--- src/fetch_macros.svh ---
`ifndef FETCH_MACROS_SVH
`define FETCH_MACROS_SVH

// Data path width of the fetch front end
// One RV32 word, also the width of pc and every PC register
`define FETCH_XLEN 32

// First address fetched once reset is released
// Must be word aligned
`define FETCH_RESET_PC 32'h0000_0000

// Word address width of the instruction RAM
// 8 bits gives 256 words, so 1 KiB of code
`define IMEM_AW 8

`endif

--- src/fetch_pkg.sv ---
`default_nettype none

package fetch_pkg;

  // Source of the next fetch address
  // SEQUENTIAL takes pc + 4
  // PREDICTED takes the predecoder target of the word leaving IF
  // REDIRECT takes the target supplied by execute
  typedef enum logic [1:0] {
    PC_SEL_SEQUENTIAL = 2'b00,
    PC_SEL_PREDICTED  = 2'b01,
    PC_SEL_REDIRECT   = 2'b10
  } pc_sel_e;

endpackage

`default_nettype wire

--- src/rv_isa_pkg.sv ---
`default_nettype none

package rv_isa_pkg;

  // Major opcodes the predecoder cares about
  localparam logic [6:0] OPC_JAL    = 7'b1101111;
  localparam logic [6:0] OPC_BRANCH = 7'b1100011;

  // J-type layout, immediate bits are scattered across the word
  typedef struct packed {
    logic       imm20;
    logic [9:0] imm10_1;
    logic       imm11;
    logic [7:0] imm19_12;
    logic [4:0] rd;
    logic [6:0] opcode;
  } j_fmt_t;

  // B-type layout, sign bit shares position 31 with the J view
  typedef struct packed {
    logic       imm12;
    logic [5:0] imm10_5;
    logic [4:0] rs2;
    logic [4:0] rs1;
    logic [2:0] funct3;
    logic [3:0] imm4_1;
    logic       imm11;
    logic [6:0] opcode;
  } b_fmt_t;

  // Same fetched word read through either decode view
  typedef union packed {
    logic [31:0] word;
    j_fmt_t      j_fmt;
    b_fmt_t      b_fmt;
  } rv_instr_u;

  // Sign-extended JAL byte offset
  // Bit 0 is always zero
  function automatic logic [31:0] j_imm(rv_instr_u instr);
    return {{11{instr.j_fmt.imm20}}, instr.j_fmt.imm20, instr.j_fmt.imm19_12,
            instr.j_fmt.imm11, instr.j_fmt.imm10_1, 1'b0};
  endfunction

  // Sign-extended conditional branch byte offset
  function automatic logic [31:0] b_imm(rv_instr_u instr);
    return {{19{instr.b_fmt.imm12}}, instr.b_fmt.imm12, instr.b_fmt.imm11,
            instr.b_fmt.imm10_5, instr.b_fmt.imm4_1, 1'b0};
  endfunction

endpackage

`default_nettype wire

--- src/fetch_steer.sv ---
`default_nettype none

`include "fetch_macros.svh"

module fetch_steer
  import rv_isa_pkg::*;
  import fetch_pkg::*;
(
  // Instruction leaving IF
  input  wire logic [`FETCH_XLEN-1:0]  instr_id,
  input  wire logic [`FETCH_XLEN-1:0]  pc_id,
  input  wire logic                    valid_id,

  // Events from later stages
  input  wire logic                    redirect,
  input  wire logic                    id_stall,

  // Steering of the IF stage
  output pc_sel_e                      pc_sel,
  output logic      [`FETCH_XLEN-1:0]  pred_target,
  output logic                         pc_stall,
  output logic                         if_id_stall,
  output logic                         if_id_flush,

  // Travels with the instruction towards decode
  output logic                         pred_taken
);

  rv_instr_u              instr;
  logic                   is_jal;
  logic                   is_branch;
  logic [`FETCH_XLEN-1:0] j_off;
  logic [`FETCH_XLEN-1:0] b_off;
  logic                   pred_hit;

  assign instr = instr_id;

  // Opcode match through each decode view
  assign is_jal    = (instr.j_fmt.opcode == OPC_JAL);
  assign is_branch = (instr.b_fmt.opcode == OPC_BRANCH);

  // Offsets from both layouts
  // Only one of them is meaningful for a given opcode
  assign j_off = j_imm(instr);
  assign b_off = b_imm(instr);

  // Static rule
  // JAL always taken, branch taken only when it jumps backwards
  assign pred_hit = is_jal || (is_branch && b_off[`FETCH_XLEN-1]);

  assign pred_target = pc_id + (is_jal ? j_off : b_off);

  // Depends only on the shown instruction, so it holds through a stall
  assign pred_taken = valid_id && pred_hit;

  // Priority: redirect, then stall, then prediction
  always_comb begin
    pc_sel      = PC_SEL_SEQUENTIAL;
    pc_stall    = 1'b0;
    if_id_stall = 1'b0;
    if_id_flush = 1'b0;
    if (redirect) begin
      // Execute knows better, wrong-path word in flight is dropped
      pc_sel      = PC_SEL_REDIRECT;
      if_id_flush = 1'b1;
    end else if (id_stall) begin
      // Freeze PC, RAM read and IF/ID together
      pc_stall    = 1'b1;
      if_id_stall = 1'b1;
    end else if (pred_taken) begin
      // Sequential word behind the taken instruction is killed
      pc_sel      = PC_SEL_PREDICTED;
      if_id_flush = 1'b1;
    end
  end

endmodule

`default_nettype wire

--- config.mk ---
export PLATFORM = sky130hd
export DESIGN_NAME = fetch_steer
export DESIGN_NICKNAME = d
export VERILOG_FILES = /design/src/fetch_pkg.sv /design/src/rv_isa_pkg.sv /design/src/fetch_steer.sv
export VERILOG_INCLUDE_DIRS = /design/src
export SDC_FILE = /design/constraint.sdc
export NUM_CORES = 1
export LEC_CHECK = 0
export BUFFER_PORTS_ARGS = -buffer_cell sky130_fd_sc_hd__buf_4
export CORE_MARGIN = 2
export CORE_UTILIZATION = 43
export DETAILED_ROUTE_END_ITERATION = 6
export MAX_ROUTING_LAYER = met4
export PLACE_DENSITY = 0.85
export SYNTH_ARGS = -nofsm -noshare
export SYNTH_HDL_FRONTEND = slang
export SYNTH_SLANG_ARGS = --single-unit
--- constraint.sdc ---
create_clock -name vclk -period 3.5
set_input_delay 0.35 -clock vclk [all_inputs]
set_output_delay 0.35 -clock vclk [all_outputs]
set_load 0.05 [all_outputs]
; Yosys cells after proc, flatten, opt, wreduce, memory -nomap -nowiden
; Index checks and enable logic that the tools add are counted.
[totals]
word_cells = 15
register_bits = 0
input_bits = 67
[classes]
n_addsub = 1
reduce_logical = 3
eq_ne = 2
mux = 9
[ops]
columns = cell, count
row1 = adder 32 bit, 1
row2 = two-way mux 20 bit, 1
row3 = "== test 7 bit, second input constant", 2
row4 = two-way mux 1 bit, 7
row5 = logical AND 1 bit, 2
row6 = two-way mux 2 bit, 1
row7 = logical OR 1 bit, 1

; Depth between registers and ports, before layout
[logic_depth]
ltp_word = 7
mapped_depth = 16

; Least setup slack after synthesis
; OpenSTA, ideal clock, no wires.
[synth_path]
path_kind = input to output
start = input instr_id[5]
end = output pred_target[31]
slack_ns = -0.540
cell_stages = 13
arrival_ns = 3.690
path_cell_list = nand3_1 > nor3b_1 > nand3_1 > and2_1 > clkbuf_1 > a21o_1 > ha_1 > and4_1 > and3_1 > a2111oi_2 > nor3_1 > o2111ai_2 > mux2i_1
[synth_via]
elab_chain_len = 3
[synth_lines]
columns = element, line
row1 = "start, declared", fetch_steer.sv:10  ; input wire logic [`FETCH_XLEN-1:0] instr_id,
row2 = == test 7 bit, fetch_steer.sv:39  ; assign is_jal = (instr.j_fmt.opcode == OPC_JAL);
row3 = two-way mux 20 bit, fetch_steer.sv:51  ; assign pred_target = pc_id + (is_jal ? j_off : b_off);
row4 = adder 32 bit, fetch_steer.sv:51
row5 = "end, declared", fetch_steer.sv:20  ; output logic [`FETCH_XLEN-1:0] pred_target,
; No other way between the ends.

; Worst setup path after layout
; Same ends and word-level chain as after synthesis.

==> impl_metrics.csv <==
group,metric,value,unit
detailed_routing,wl_per_cell,20.8,um
synthesis,synth_compound_area_share,33.8,%
setup_path,crit_top_cell,"buf_4",
timing,tightest_slew,0.456,ns
setup_path,slowest_delay,0.29,ns
setup_path,worstSetupPathDepth,16,
timing,maxSlewHeadroom,69.3,%
global_route,grt_max_degree,14,
hold_path,min_path_type,"input port to output pin",
synthesis,avgSynthCellArea,6.79,um2
setup_path,crit_path_start_kind,"input port",
setup_path,critPathTopFamily,"compound AO/OA/AOI/OAI gates",
cells_and_area,fin_area,0.00361,mm2
placed_design,dpl.cell_count,456,
cells_and_area,diodes,0,
floorplanning,die_y,70.1,um
placed_design,dp_slack,-0.190,ns
synthesis,post_synth_fa_ha_maj_area_fraction,23.0,%
setup_path,crit_type,"input port to output pin",
cells_and_area,clkbuf_count,0,
timing,slew_viol_final,0,
floorplanning,dieWidth,70.1,um
synthesis,yosys_warnings,0,
power,irDropWorstVdd,0.227,mV
setup_path,slowest_stage,"a2111oi_4",
synthesis,yosys-mux-area-fraction,0.532,%
synthesis,synthXorXnorAreaFrac,14.4,%
cells_and_area,layout_commonest_cell,"buf_4",
global_route,antenna_found_initial,0,
cells_and_area,regArea,0,um2
setup_path,crit_buf_inv,4,
synthesis,syn_area,0.00188,mm2
detailed_routing,drt_iter0_markers,174,
cts,holdBufCountCts,0,
timing,period_share,105,%
cells_and_area,final_core_util,84.2,%
detailed_routing,drc_errors,0,
global_route,grt_pass1_wl,11900,um
setup_path,required,3.15,ns
placed_design,placed_area,0.00307,mm2
detailed_routing,routed_wl,9840,um
cells_and_area,fin_cells,473,
cells_and_area,finalNetCount,524,
global_route,grt_pass1_vias,2637,
cells_and_area,area_growth_syn_to_layout,92.2,%
timing,worst_slack,-0.181,ns
setup_path,endpoint,"pred_target[31]",
synthesis,synthCells,277,
timing,final-setup-viol-count,4,
setup_path,path_cells,"buf_4 -> nand3_4 -> nor3b_4 -> and3_4 -> buf_4 -> a21o_1 -> ha_4 -> buf_4 -> a21oi_2 -> o21a_1 -> nand2_1 -> a2111oi_4 -> nor3_2 -> o2111ai_2 -> mux2i_4 -> buf_6",
timing,fin_crit,3.68,ns
placed_design,numPortBuffers,103,
outcome,violations,"negative setup slack",
setup_path,end_kind,"output pin",
cells_and_area,nFlopsAndLatches,0,
global_route,grt_overflow_total,0,
floorplanning,coreArea,0.00429,mm2
global_route,grt_usage,29.7,%
setup_path,critPathArrivalTime,3.33,ns
floorplanning,ioPinCount,105,
detailed_routing,vias,3020,
floorplanning,rows,24,
cells_and_area,layout-drive-gt1-share,56.1,%
setup_path,crit_start,"instr_id[5]",
synthesis,synthSimpleGateAreaFrac,24.0,%
timing,max_freq,272,MHz
outcome,status,"finished, violations left",
placed_design,place_congestion,0.872,
synthesis,ys_seq_area_share,0,%
power,power.leakage,1.77,nW
cells_and_area,layout.cells.most_common_list,"buf_4, nand2_1, ha_1",
synthesis,synth_top_family_by_area,"compound AO/OA/AOI/OAI gates",
floorplanning,dieArea,0.00492,mm2
timing,rsz0062_at_grt,"true",
detailed_routing,drtPass1Iterations,5,
cells_and_area,n_fill_cell,218,
synthesis,ys_types,44,
timing,timing.hold.ws,0.700,ns
detailed_routing,drtAntennaViolNets,0,
synthesis,synth_fp_nets,378,
detailed_routing,viasPerCell,6.38,
floorplanning,start_util,43.8,%
flow_run,drv_cap,0,
timing,hold_viol_final,0,
power,p_per_area,302,mW/mm2
placed_design,dp_hpwl,5440,um
setup_path,crit_path_max_fanout,8,
==> cell type report <==
cell class / count / area (um2) / area share, %
multi-input cells: 259 / 2330 / 64.3
well taps: 52 / 65.1 / 1.80
inverters: 8 / 30.0 / 0.831
repair buffers: 154 / 1190 / 33.0
==> cell families (layout without fill, tap and decap cells) <==
logic type      after synthesis  after routing
simple gates                 97             97
compound gates               96             96
fa+ha+maj                    34             34
xor+xnor                     31             31
buf+inv                      18            162
mux                           1              1
==> synthesized netlist by cell type (2+ instances only) <==
| master | number | area (um2) |
|---|---|---|
| nor3b_1 | 2 | 15.0 |
| ha_1 | 33 | 413 |
| nand2_1 | 46 | 173 |
| nor4_1 | 2 | 12.5 |
| nand4_1 | 6 | 37.5 |
| o21a_1 | 3 | 22.5 |
| and3_1 | 2 | 12.5 |
| nor2_1 | 17 | 63.8 |
| o21bai_1 | 4 | 30.0 |
| and3_4 | 2 | 22.5 |
| clkbuf_1 | 7 | 26.3 |
| nand2b_1 | 2 | 12.5 |
| nand3_1 | 6 | 30.0 |
| o21ai_1 | 2 | 10.0 |
| o31ai_1 | 2 | 15.0 |
| inv_1 | 8 | 30.0 |
| a21oi_1 | 36 | 180 |
| buf_4 | 3 | 22.5 |
| xor2_1 | 10 | 87.6 |
| o21ai_0 | 13 | 65.1 |
| nor3_1 | 4 | 20.0 |
| a211oi_1 | 2 | 15.0 |
| nor2b_1 | 4 | 25.0 |
| a21o_1 | 18 | 135 |
| and2_1 | 2 | 12.5 |
| a211o_1 | 2 | 17.5 |
| o21ai_2 | 2 | 17.5 |
| xnor2_1 | 21 | 184 |
==> per-stage QoR <==
step	setup TNS, ns	power (mW)
floorplan	-0.133	0.641
global placement	-0.129	0.920
detailed placement	-0.315	0.930
CTS	-0.0385	0.960
global route	-1.35	1.13
finish	-0.440	1.09
==> power breakdown <==
group	switching, mW	internal, mW	leakage, nW
registers	0	0	0
logic	0.671	0.420	1.77
clock network	0	0	0
==> how the worst min path moves through the flow <==
| stage | slack, ns | start | to | cells after the start |
|---|---|---|---|---|
| 2_1_floorplan | 0.87 | redirect | pc_sel[1] | 1 |
| 3_3_place_gp | 0.70 | pc_id[0] | pred_target[0] | 0 |
| 3_5_place_dp | 0.70 | pc_id[0] | pred_target[0] | 0 |
| 4_1_cts | 0.70 | pc_id[0] | pred_target[0] | 0 |
| 5_1_grt | 0.70 | pc_id[0] | pred_target[0] | 0 |
| 6_report | 0.70 | pc_id[0] | pred_target[0] | 0 |
==> timing repair <==
item,in CTS,in global routing
setup endpoints to repair,5,18
pin swaps,14,29
gates resized for setup,24,66
buffers inserted,13,5
==> layer usage <==
layer	share of wire (%)	track usage, %	vias to the layer above
met5	0	-	-
met4	6.3	5.98	0
met3	8.6	2.89	68
met2	49	57.4	242
met1	36	32.7	1418
li1	-	-	1292
Power figures use the tool's default switching activity.
