<file path="src/fetch_macros.svh">
`ifndef FETCH_MACROS_SVH
`define FETCH_MACROS_SVH

// Data path width of the fetch front end
// One RV32 word, also the width of pc and every PC register
`define FETCH_XLEN 32

// First address fetched once reset is released
// Must be word aligned
`define FETCH_RESET_PC 32'h0000_0000

// Word address width of the instruction RAM
// 8 bits gives 256 words, so 1 KiB of code
`define IMEM_AW 8

`endif

</file>
<file path="src/fetch_pkg.sv">
`default_nettype none

package fetch_pkg;

  // Source of the next fetch address
  // SEQUENTIAL takes pc + 4
  // PREDICTED takes the predecoder target of the word leaving IF
  // REDIRECT takes the target supplied by execute
  typedef enum logic [1:0] {
    PC_SEL_SEQUENTIAL = 2'b00,
    PC_SEL_PREDICTED  = 2'b01,
    PC_SEL_REDIRECT   = 2'b10
  } pc_sel_e;

endpackage

`default_nettype wire

</file>
<file path="src/fetch_bram.sv">
`default_nettype none

`include "fetch_macros.svh"

module fetch_bram (
  input  wire logic                    clk,
  input  wire logic                    rst_n,

  // Current fetch address from the PC register
  input  wire logic [`FETCH_XLEN-1:0]  pc,

  // Hazard control
  input  wire logic                    pc_stall,
  input  wire logic                    if_id_flush,

  // Instruction RAM
  output logic                         imem_ren,
  output logic      [`IMEM_AW-1:0]     imem_raddr,
  input  wire logic [`FETCH_XLEN-1:0]  imem_rdata,

  // Towards the IF/ID boundary
  output logic      [`FETCH_XLEN-1:0]  instr_id,
  output logic      [`FETCH_XLEN-1:0]  pc_to_if_id,
  output logic                         valid_to_if_id
);

  // Set when the RAM output register holds a word that belongs on the
  // current path
  logic in_flight;

  // Read every cycle unless the front end is frozen
  // A frozen RAM keeps its output, so the shown word stays put
  assign imem_ren = !pc_stall;

  // Byte address to word index, low two bits are always zero
  assign imem_raddr = pc[`IMEM_AW+1:2];

  // In-flight tracking
  // Flush kills the word currently being read, it still comes back
  // from the RAM next cycle but is never marked valid
  always_ff @(posedge clk) begin
    if (!rst_n) begin
      in_flight <= 1'b0;
    end else if (if_id_flush) begin
      in_flight <= 1'b0;
    end else if (imem_ren) begin
      in_flight <= 1'b1;
    end
  end

  // Address of the issued read
  // if_stage registers it under if_id_stall, the same condition under
  // which the RAM latches data, so pc_id lines up with imem_rdata
  assign pc_to_if_id = pc;

  // Instruction is taken straight from the RAM output register
  assign instr_id = imem_rdata;

  assign valid_to_if_id = in_flight;

endmodule

`default_nettype wire

</file>
<file path="src/if_stage.sv">
`default_nettype none

`include "fetch_macros.svh"

module if_stage
  import fetch_pkg::*;
#(
  parameter logic [`FETCH_XLEN-1:0] RESET_PC = `FETCH_RESET_PC
) (
  input  wire logic                    clk,
  input  wire logic                    rst_n,

  // Hazard control
  input  wire logic                    pc_stall,
  input  wire logic                    if_id_stall,
  input  wire logic                    if_id_flush,

  // Next-PC selection and its candidate targets
  input  wire pc_sel_e                 pc_sel,
  input  wire logic [`FETCH_XLEN-1:0]  pc_redirect_target,
  input  wire logic [`FETCH_XLEN-1:0]  pred_target,

  // Instruction RAM
  output logic                         imem_ren,
  output logic      [`IMEM_AW-1:0]     imem_raddr,
  input  wire logic [`FETCH_XLEN-1:0]  imem_rdata,

  // Towards decode
  output logic      [`FETCH_XLEN-1:0]  instr_id,
  output logic      [`FETCH_XLEN-1:0]  pc_id,
  output logic      [`FETCH_XLEN-1:0]  pc_plus4_id,
  output logic                         valid_id
);

  // Byte step between sequential instructions
  localparam logic [`FETCH_XLEN-1:0] PC_STEP = 4;

  logic [`FETCH_XLEN-1:0] pc;
  logic [`FETCH_XLEN-1:0] pc_next;
  logic [`FETCH_XLEN-1:0] pc_to_if_id;

  // Next-PC mux
  // Redirect and prediction priority is resolved in fetch_steer
  always_comb begin
    case (pc_sel)
      PC_SEL_REDIRECT:   pc_next = pc_redirect_target;
      PC_SEL_PREDICTED:  pc_next = pred_target;
      PC_SEL_SEQUENTIAL: pc_next = pc + PC_STEP;
      default:           pc_next = pc + PC_STEP;
    endcase
  end

  // PC register
  // Starts on RESET_PC so the very first read after reset is the reset vector
  always_ff @(posedge clk) begin
    if (!rst_n) begin
      pc <= RESET_PC;
    end else if (!pc_stall) begin
      pc <= pc_next;
    end
  end

  // Read sequencing against the registered RAM
  fetch_bram i_fetch_bram (
    .clk           (clk),
    .rst_n         (rst_n),
    .pc            (pc),
    .pc_stall      (pc_stall),
    .if_id_flush   (if_id_flush),
    .imem_ren      (imem_ren),
    .imem_raddr    (imem_raddr),
    .imem_rdata    (imem_rdata),
    .instr_id      (instr_id),
    .pc_to_if_id   (pc_to_if_id),
    .valid_to_if_id(valid_id)
  );

  // IF/ID PC registers
  // Instruction and valid are already registered inside fetch_bram,
  // only the addresses need a stage here to meet the RAM data
  always_ff @(posedge clk) begin
    if (!if_id_stall) begin
      pc_id       <= pc_to_if_id;
      pc_plus4_id <= pc_to_if_id + PC_STEP;
    end
  end

endmodule

`default_nettype wire

</file>
<file path="config.mk">
export PLATFORM = sky130hd
export DESIGN_NAME = if_stage
export DESIGN_NICKNAME = d
export VERILOG_FILES = /design/src/fetch_pkg.sv /design/src/fetch_bram.sv /design/src/if_stage.sv
export VERILOG_INCLUDE_DIRS = /design/src
export SDC_FILE = /design/constraint.sdc
export NUM_CORES = 1
export LEC_CHECK = 0
export BUFFER_PORTS_ARGS = -buffer_cell sky130_fd_sc_hd__clkbuf_2
export CAP_MARGIN = 20
export CORE_ASPECT_RATIO = 0.5
export CORE_UTILIZATION = 52
export CTS_BUF_LIST = sky130_fd_sc_hd__clkbuf_8 sky130_fd_sc_hd__clkbuf_16
export DETAILED_ROUTE_END_ITERATION = 12
export PLACE_DENSITY = 0.88
export SETUP_SLACK_MARGIN = 0.15
export SYNTH_ARGS = -nofsm -noshare
export SYNTH_HDL_FRONTEND = slang
export SYNTH_SLANG_ARGS = --single-unit
</file>
<file path="constraint.sdc">
create_clock -name clk -period 3.2 [get_ports clk]
set_clock_uncertainty 0.05 [all_clocks]
set_input_delay 0.16 -clock clk [delete_from_list [all_inputs] [get_ports clk]]
set_output_delay 0.16 -clock clk [all_outputs]
set_load 0.005 [all_outputs]
</file>
* Yosys cells after proc, flatten, opt, wreduce, memory -nomap -nowiden
Cells that the tools add are included.
Word-level totals: bits in registers 97, input port bits 103, output and inout port bits 106, logic and storage cells 11
Cells by class: add/sub/neg operators 1, eq/ne operators 2, mux-type cells 1, bitwise operators 1, reduce and logical (&&, ||, !) cells 2
Operator list (count):
- case mux 32 bit (2 select lines) | 1
- adder 32 x 3 -> 32 bit, second input constant | 1
- == test 2 x 1 -> 1 bit, second input constant | 1
- == test 2 bit, second input constant | 1
- OR reduction 2 bit | 1
- zero test 1 bit | 1
- NOT 1 bit | 1

* Longest topological paths before layout
depth in word-level cells 2, gate-level depth with buffers 8, mapped depth without buffers 7

* Modules after synthesis
Synthesis repeated with hierarchy kept, for this count alone.
Second synthesis, totals: cells, all modules 540, area, all modules 5346.4 um^2
Modules (own cells, without submodules):
- if_stage | instances 1, cells each 464, area an instance 4768.3 um^2, sequential area each 2502.4 um^2
- fetch_bram | instances 1, cells each 76, area an instance 578.1 um^2, sequential area each 20.0 um^2

* Worst setup path before layout
Ideal clock, no wire load.
path type register -> register, start reg pc[2], end reg pc[24], setup time 0.120 ns, data arrival time 1.884 ns, required time 3.030 ns, setup slack 1.146 ns, stages on the path, launching flop included 7, path buffers 1, clock period less this slack 2.054 ns, cell sequence dfxtp_1 > ha_1 > clkbuf_2 > nand3_4 > or4_4 > and3_4 > o31a_1
Between the ends: longest elaborated chain between the ends 2
RTL lines:
- start, declared | RTL line if_stage.sv:38 | logic [`FETCH_XLEN-1:0] pc;
- start signal, assigned | RTL line if_stage.sv:59 | pc <= pc_next;
- adder 32 x 3 -> 32 bit | RTL line if_stage.sv:48, if_stage.sv:49
- case mux 32 bit (2 select lines) | RTL line if_stage.sv:45 | case (pc_sel)
Every way passes these cells. A chain may end at the register's enable or synchronous reset.

* Final worst setup path
start reg pc[4], end reg pc[23]
Same word-level chain as after synthesis.

==> tab_implementation.tex <==
\begin{tabular}{lr}
\hline
Metric & Value \\
\hline
\multicolumn{2}{l}{\textbf{Finish}} \\
\quad Relative area change from synthesis to final layout & 14.94\% \\
\quad Number of inserted filler cells in the final layout & $\sim$700 \\
\quad Area used by multi-input combinational logic & 1834 um\^{}2 \\
\quad Register cell area after layout & 2522 um\^{}2 \\
\quad Diodes inserted & 0 \\
\quad Net total in the final layout & 647 \\
\quad Fraction of final layout cells with drive strength greater than 1 & 32.78\% \\
\multicolumn{2}{l}{\textbf{Global route}} \\
\quad All-layer global routing usage & between 20 and 30\% \\
\quad Vias in the first global route & 3763 \\
\quad Total global routing overflow & 0 \\
\quad Global-route wire length before repair & 19.40 mm \\
\quad Number of antenna violations at the first check in global routing & 0 \\
\quad Largest net degree at the start of global routing & 63 \\
\multicolumn{2}{l}{\textbf{Setup path}} \\
\quad Arrival time worst endpoint & 2.67 ns \\
\quad Cell type of the slowest stage on the worst timing path & dfxtp\_1 \\
\quad Critical path cell sequence & and3\_1, nand4\_1, or2\_2, o311ai\_0, a311oi\_1 \\
\quad Kind of end point of the critical path & register \\
\quad Worst setup slack for register-to-register paths & 0.71 ns \\
\quad Peak per-stage delay on the critical path & between 0.5 and 0.6 ns \\
\quad Data required time of the worst path & approximately 3.4 ns \\
\quad Sort of element at the start of the critical path & register \\
\quad Cell class contributing the biggest share of worst-path delay & simple AND/OR/NAND/NOR gates \\
\quad Category of the most critical setup path & reg -> reg \\
\quad Highest fanout seen on the critical path & 11 \\
\quad CP Buf/Inv Count & 0 \\
\multicolumn{2}{l}{\textbf{STA}} \\
\quad Achievable Freq & 400.9 MHz \\
\quad Max-Slew Margin vs Limit & 38.45\% \\
\quad Transition time at the pin with the least slew margin & 0.9198 ns \\
\quad Count of pins over their slew limit & 0 \\
\quad Final hold violations & 0 \\
\quad \# setup viols final & 0 \\
\quad Setup TNS after final layout & 0 ns \\
\quad Crit share post-route & between 70\% and 80\% \\
\quad Crit path time final & 2.494 ns \\
\quad RSZ-0062 raised after global routing & false \\
\multicolumn{2}{l}{\textbf{Floorplan}} \\
\quad Cell row count & 24 \\
\quad Area of the die & 9868 um\^{}2 \\
\quad Total I/O pin count & $\sim$210 \\
\quad Core footprint & 8949 um\^{}2 \\
\quad Die Y & 70.75 um \\
\quad Initial Utilization & between 50\% and 60\% \\
\quad Die width & 139.5 um \\
\multicolumn{2}{l}{\textbf{Power and ir drop}} \\
\quad VDD IR max & $\sim$0.00027 V \\
\quad Power per unit of standard cell area & 525.4 nW/um\^{}2 \\
\quad Total power consumption of the routed design & roughly 3.0 mW \\
\quad Leakage dissipation & 2.341 nW \\
\multicolumn{2}{l}{\textbf{Detailed routing}} \\
\quad Starting DRC count in detailed routing & approximately 590 \\
\quad Remaining antenna violation count after routing & 0 \\
\quad Via count & 4027 \\
\quad Remaining design rule violation count & 0 \\
\quad Detailed Routing Iterations Pass 1 & 5 \\
\quad DR vias/cell & 6.074 \\
\quad Average detailed-routed wire length per instance & 19.02 um \\
\quad Detailed-route wire length & $\sim$13 mm \\
\multicolumn{2}{l}{\textbf{Yosys}} \\
\quad Library cell with the highest instance count after synthesis & edfxtp\_1 \\
\quad Fraction of registers with async set or reset after synthesis & 0\% \\
\quad Netlist Area Pre-Place & between 4000 and 5000 um\^{}2 \\
\quad Cells taking the most area after synthesis & edfxtp\_1, dfxtp\_1, buf\_4 \\
\quad Share of synthesized area occupied by flip-flops and latches & 51.32\% \\
\quad Yosys cell types & 63 \\
\quad Flip-flop and latch count after synthesis & 95 \\
\quad Largest area contributor in the netlist & edfxtp\_1 \\
\quad Total nets after synthesis & roughly 560 \\
\quad Fraction of post-synthesis cell area in the top cell type by area & 37.88\% \\
\quad Synth Flop Type & edfxtp\_1 \\
\quad Gate count of the mapped netlist & 455 \\
\quad Number of synthesized flops with an enable pin & 62 \\
\quad Ys Warns & 0 \\
\quad Most numerous cell types in the synthesized netlist & edfxtp\_1, buf\_4, nand2\_1 \\
\quad Avg Inst Size Synth & about 11 um\^{}2 \\
\multicolumn{2}{l}{\textbf{CTS}} \\
\quad Number of clock sinks & 95 \\
\quad CTS tree & yes \\
\quad Clk pin slew, worst setup/hold paths & roughly 0.070 ns \\
\quad Clock latency at the later pin of the worst-skew pair & 0.35 ns \\
\quad Post-CTS Hold Buffers & 0 \\
\quad TritonCTS buffer count & 9 \\
\quad Clock Path Buffers & 2 \\
\quad Count of H-tree levels built during CTS & 3 \\
\quad Post-CTS sizing & 0 \\
\quad Post-CTS Setup Inserts & 0 \\
\quad Clock Root Buffer & clkbuf\_16 \\
\multicolumn{2}{l}{\textbf{Job}} \\
\quad Number of maximum-capacitance constraint violations & 0 \\
\multicolumn{2}{l}{\textbf{Placed design}} \\
\quad Detailed placer's ending HPWL & 8.696 mm \\
\quad Final weighted congestion in routability-driven placement & 0.8795 \\
\quad Count of input and output buffers & 144 \\
\multicolumn{2}{l}{\textbf{Status}} \\
\quad Run status & complete, no violations \\
\multicolumn{2}{l}{\textbf{Worst hold path}} \\
\quad Classification of the worst-slack hold path & in -> reg \\
\hline
\end{tabular}
==> per-layer routing <==
metal | wire (um) | part of all wire (%) | up-vias | global-route usage (%)
li1 | - | - | 1827 | -
met4 | 301 | 2.4 | 0 | 10.37
met2 | 6200 | 49 | 237 | 42.99
met1 | 4910 | 39 | 1925 | 31.53
met5 | 0 | 0 | - | 0
met3 | 1197 | 9.5 | 38 | 6.770
==> kinds of logic (layout without fill, tap and decap cells) <==
kind of cell / after synthesis / count (layout) / share of synthesized area [%]
flops: 95 / 95 / 51.32
buf+inv: 84 / 175 / 11.35
fa+ha+maj: 3 / 3 / 0.7638
mux: 3 / 3 / 0.6365
xor+xnor: 28 / 28 / 4.990
simple gates: 132 / 132 / 14.33
compound gates: 110 / 110 / 16.60
==> path summary, 6_finish.rpt <==
kind,start,end,cells after the start
setup / recovery,pc[4],pc[23],5
hold / removal,if_id_flush,i_fetch_bram.valid_to_if_id,3
setup reg to reg,pc[4],pc[23],5
hold reg to reg,pc[1],pc_id[1],0
==> power breakdown <==
part	total, mW	switching [mW]	internal [mW]
clock network	1.15	0.463	0.686
registers	1.47	0.0713	1.40
logic	0.348	0.190	0.158
total	2.97	0.724	2.24
==> through the flow <==
step / util [%] / worst slack [ns] / cells / hold slack (ns) / instance area (um^2)
finish: 63.13 / 0.7058 / 663 / 0.04040 / 5649
global route: 63.13 / 0.5374 / 663 / 0.04720 / 5649
floorplan: - / 1.146 / 455 / 0.2669 / 4915
CTS: 62.65 / 0.7328 / 661 / 0.02835 / 5607
detailed placement: 59.09 / 0.7627 / 645 / 0.2700 / 5288
global placement: 59.09 / 0.9477 / 645 / 0.2700 / 5288
==> flip-flops by register name, summed over array words and instances (netlist names) <==
name / count
pc: 32
pc_plus4_id: 30
i_fetch_bram.valid_to_if_id: 1
pc_id: 32
==> worst register-to-register path, stage by stage (launching register included) <==
cell and delay (ns):
dfxtp_1 0.51, and3_1 0.40, nand4_1 0.49, or2_2 0.51, o311ai_0 0.34, a311oi_1 0.07
==> layout by cell type (no fill, tap or decap), types with 7 or more instances in the layout <==
cell type and n:
a21boi_0 8, a221oi_1 10, a22oi_1 13, clkbuf_16 9, clkbuf_2 144, dfxtp_1 33
edfxtp_1 62, inv_1 7, nand2_1 36, nand3_1 18, nor2_1 24, nor3_1 14
o21ai_0 22, xnor2_1 16, xor2_1 12
==> cell type report <==
| cell class | count | area share [%] |
|---|---|---|
| Multi-Input combinational cell | 276 | 32.47 |
| Clock inverter | 7 | 1.661 |
| Tap cell | 117 | 2.591 |
| Timing Repair Buffer | 150 | 14.04 |
| Sequential cell | 95 | 44.65 |
| Inverter | 9 | 0.5980 |
| Clock buffer | 9 | 3.987 |
Power figures use the tool's default switching activity.
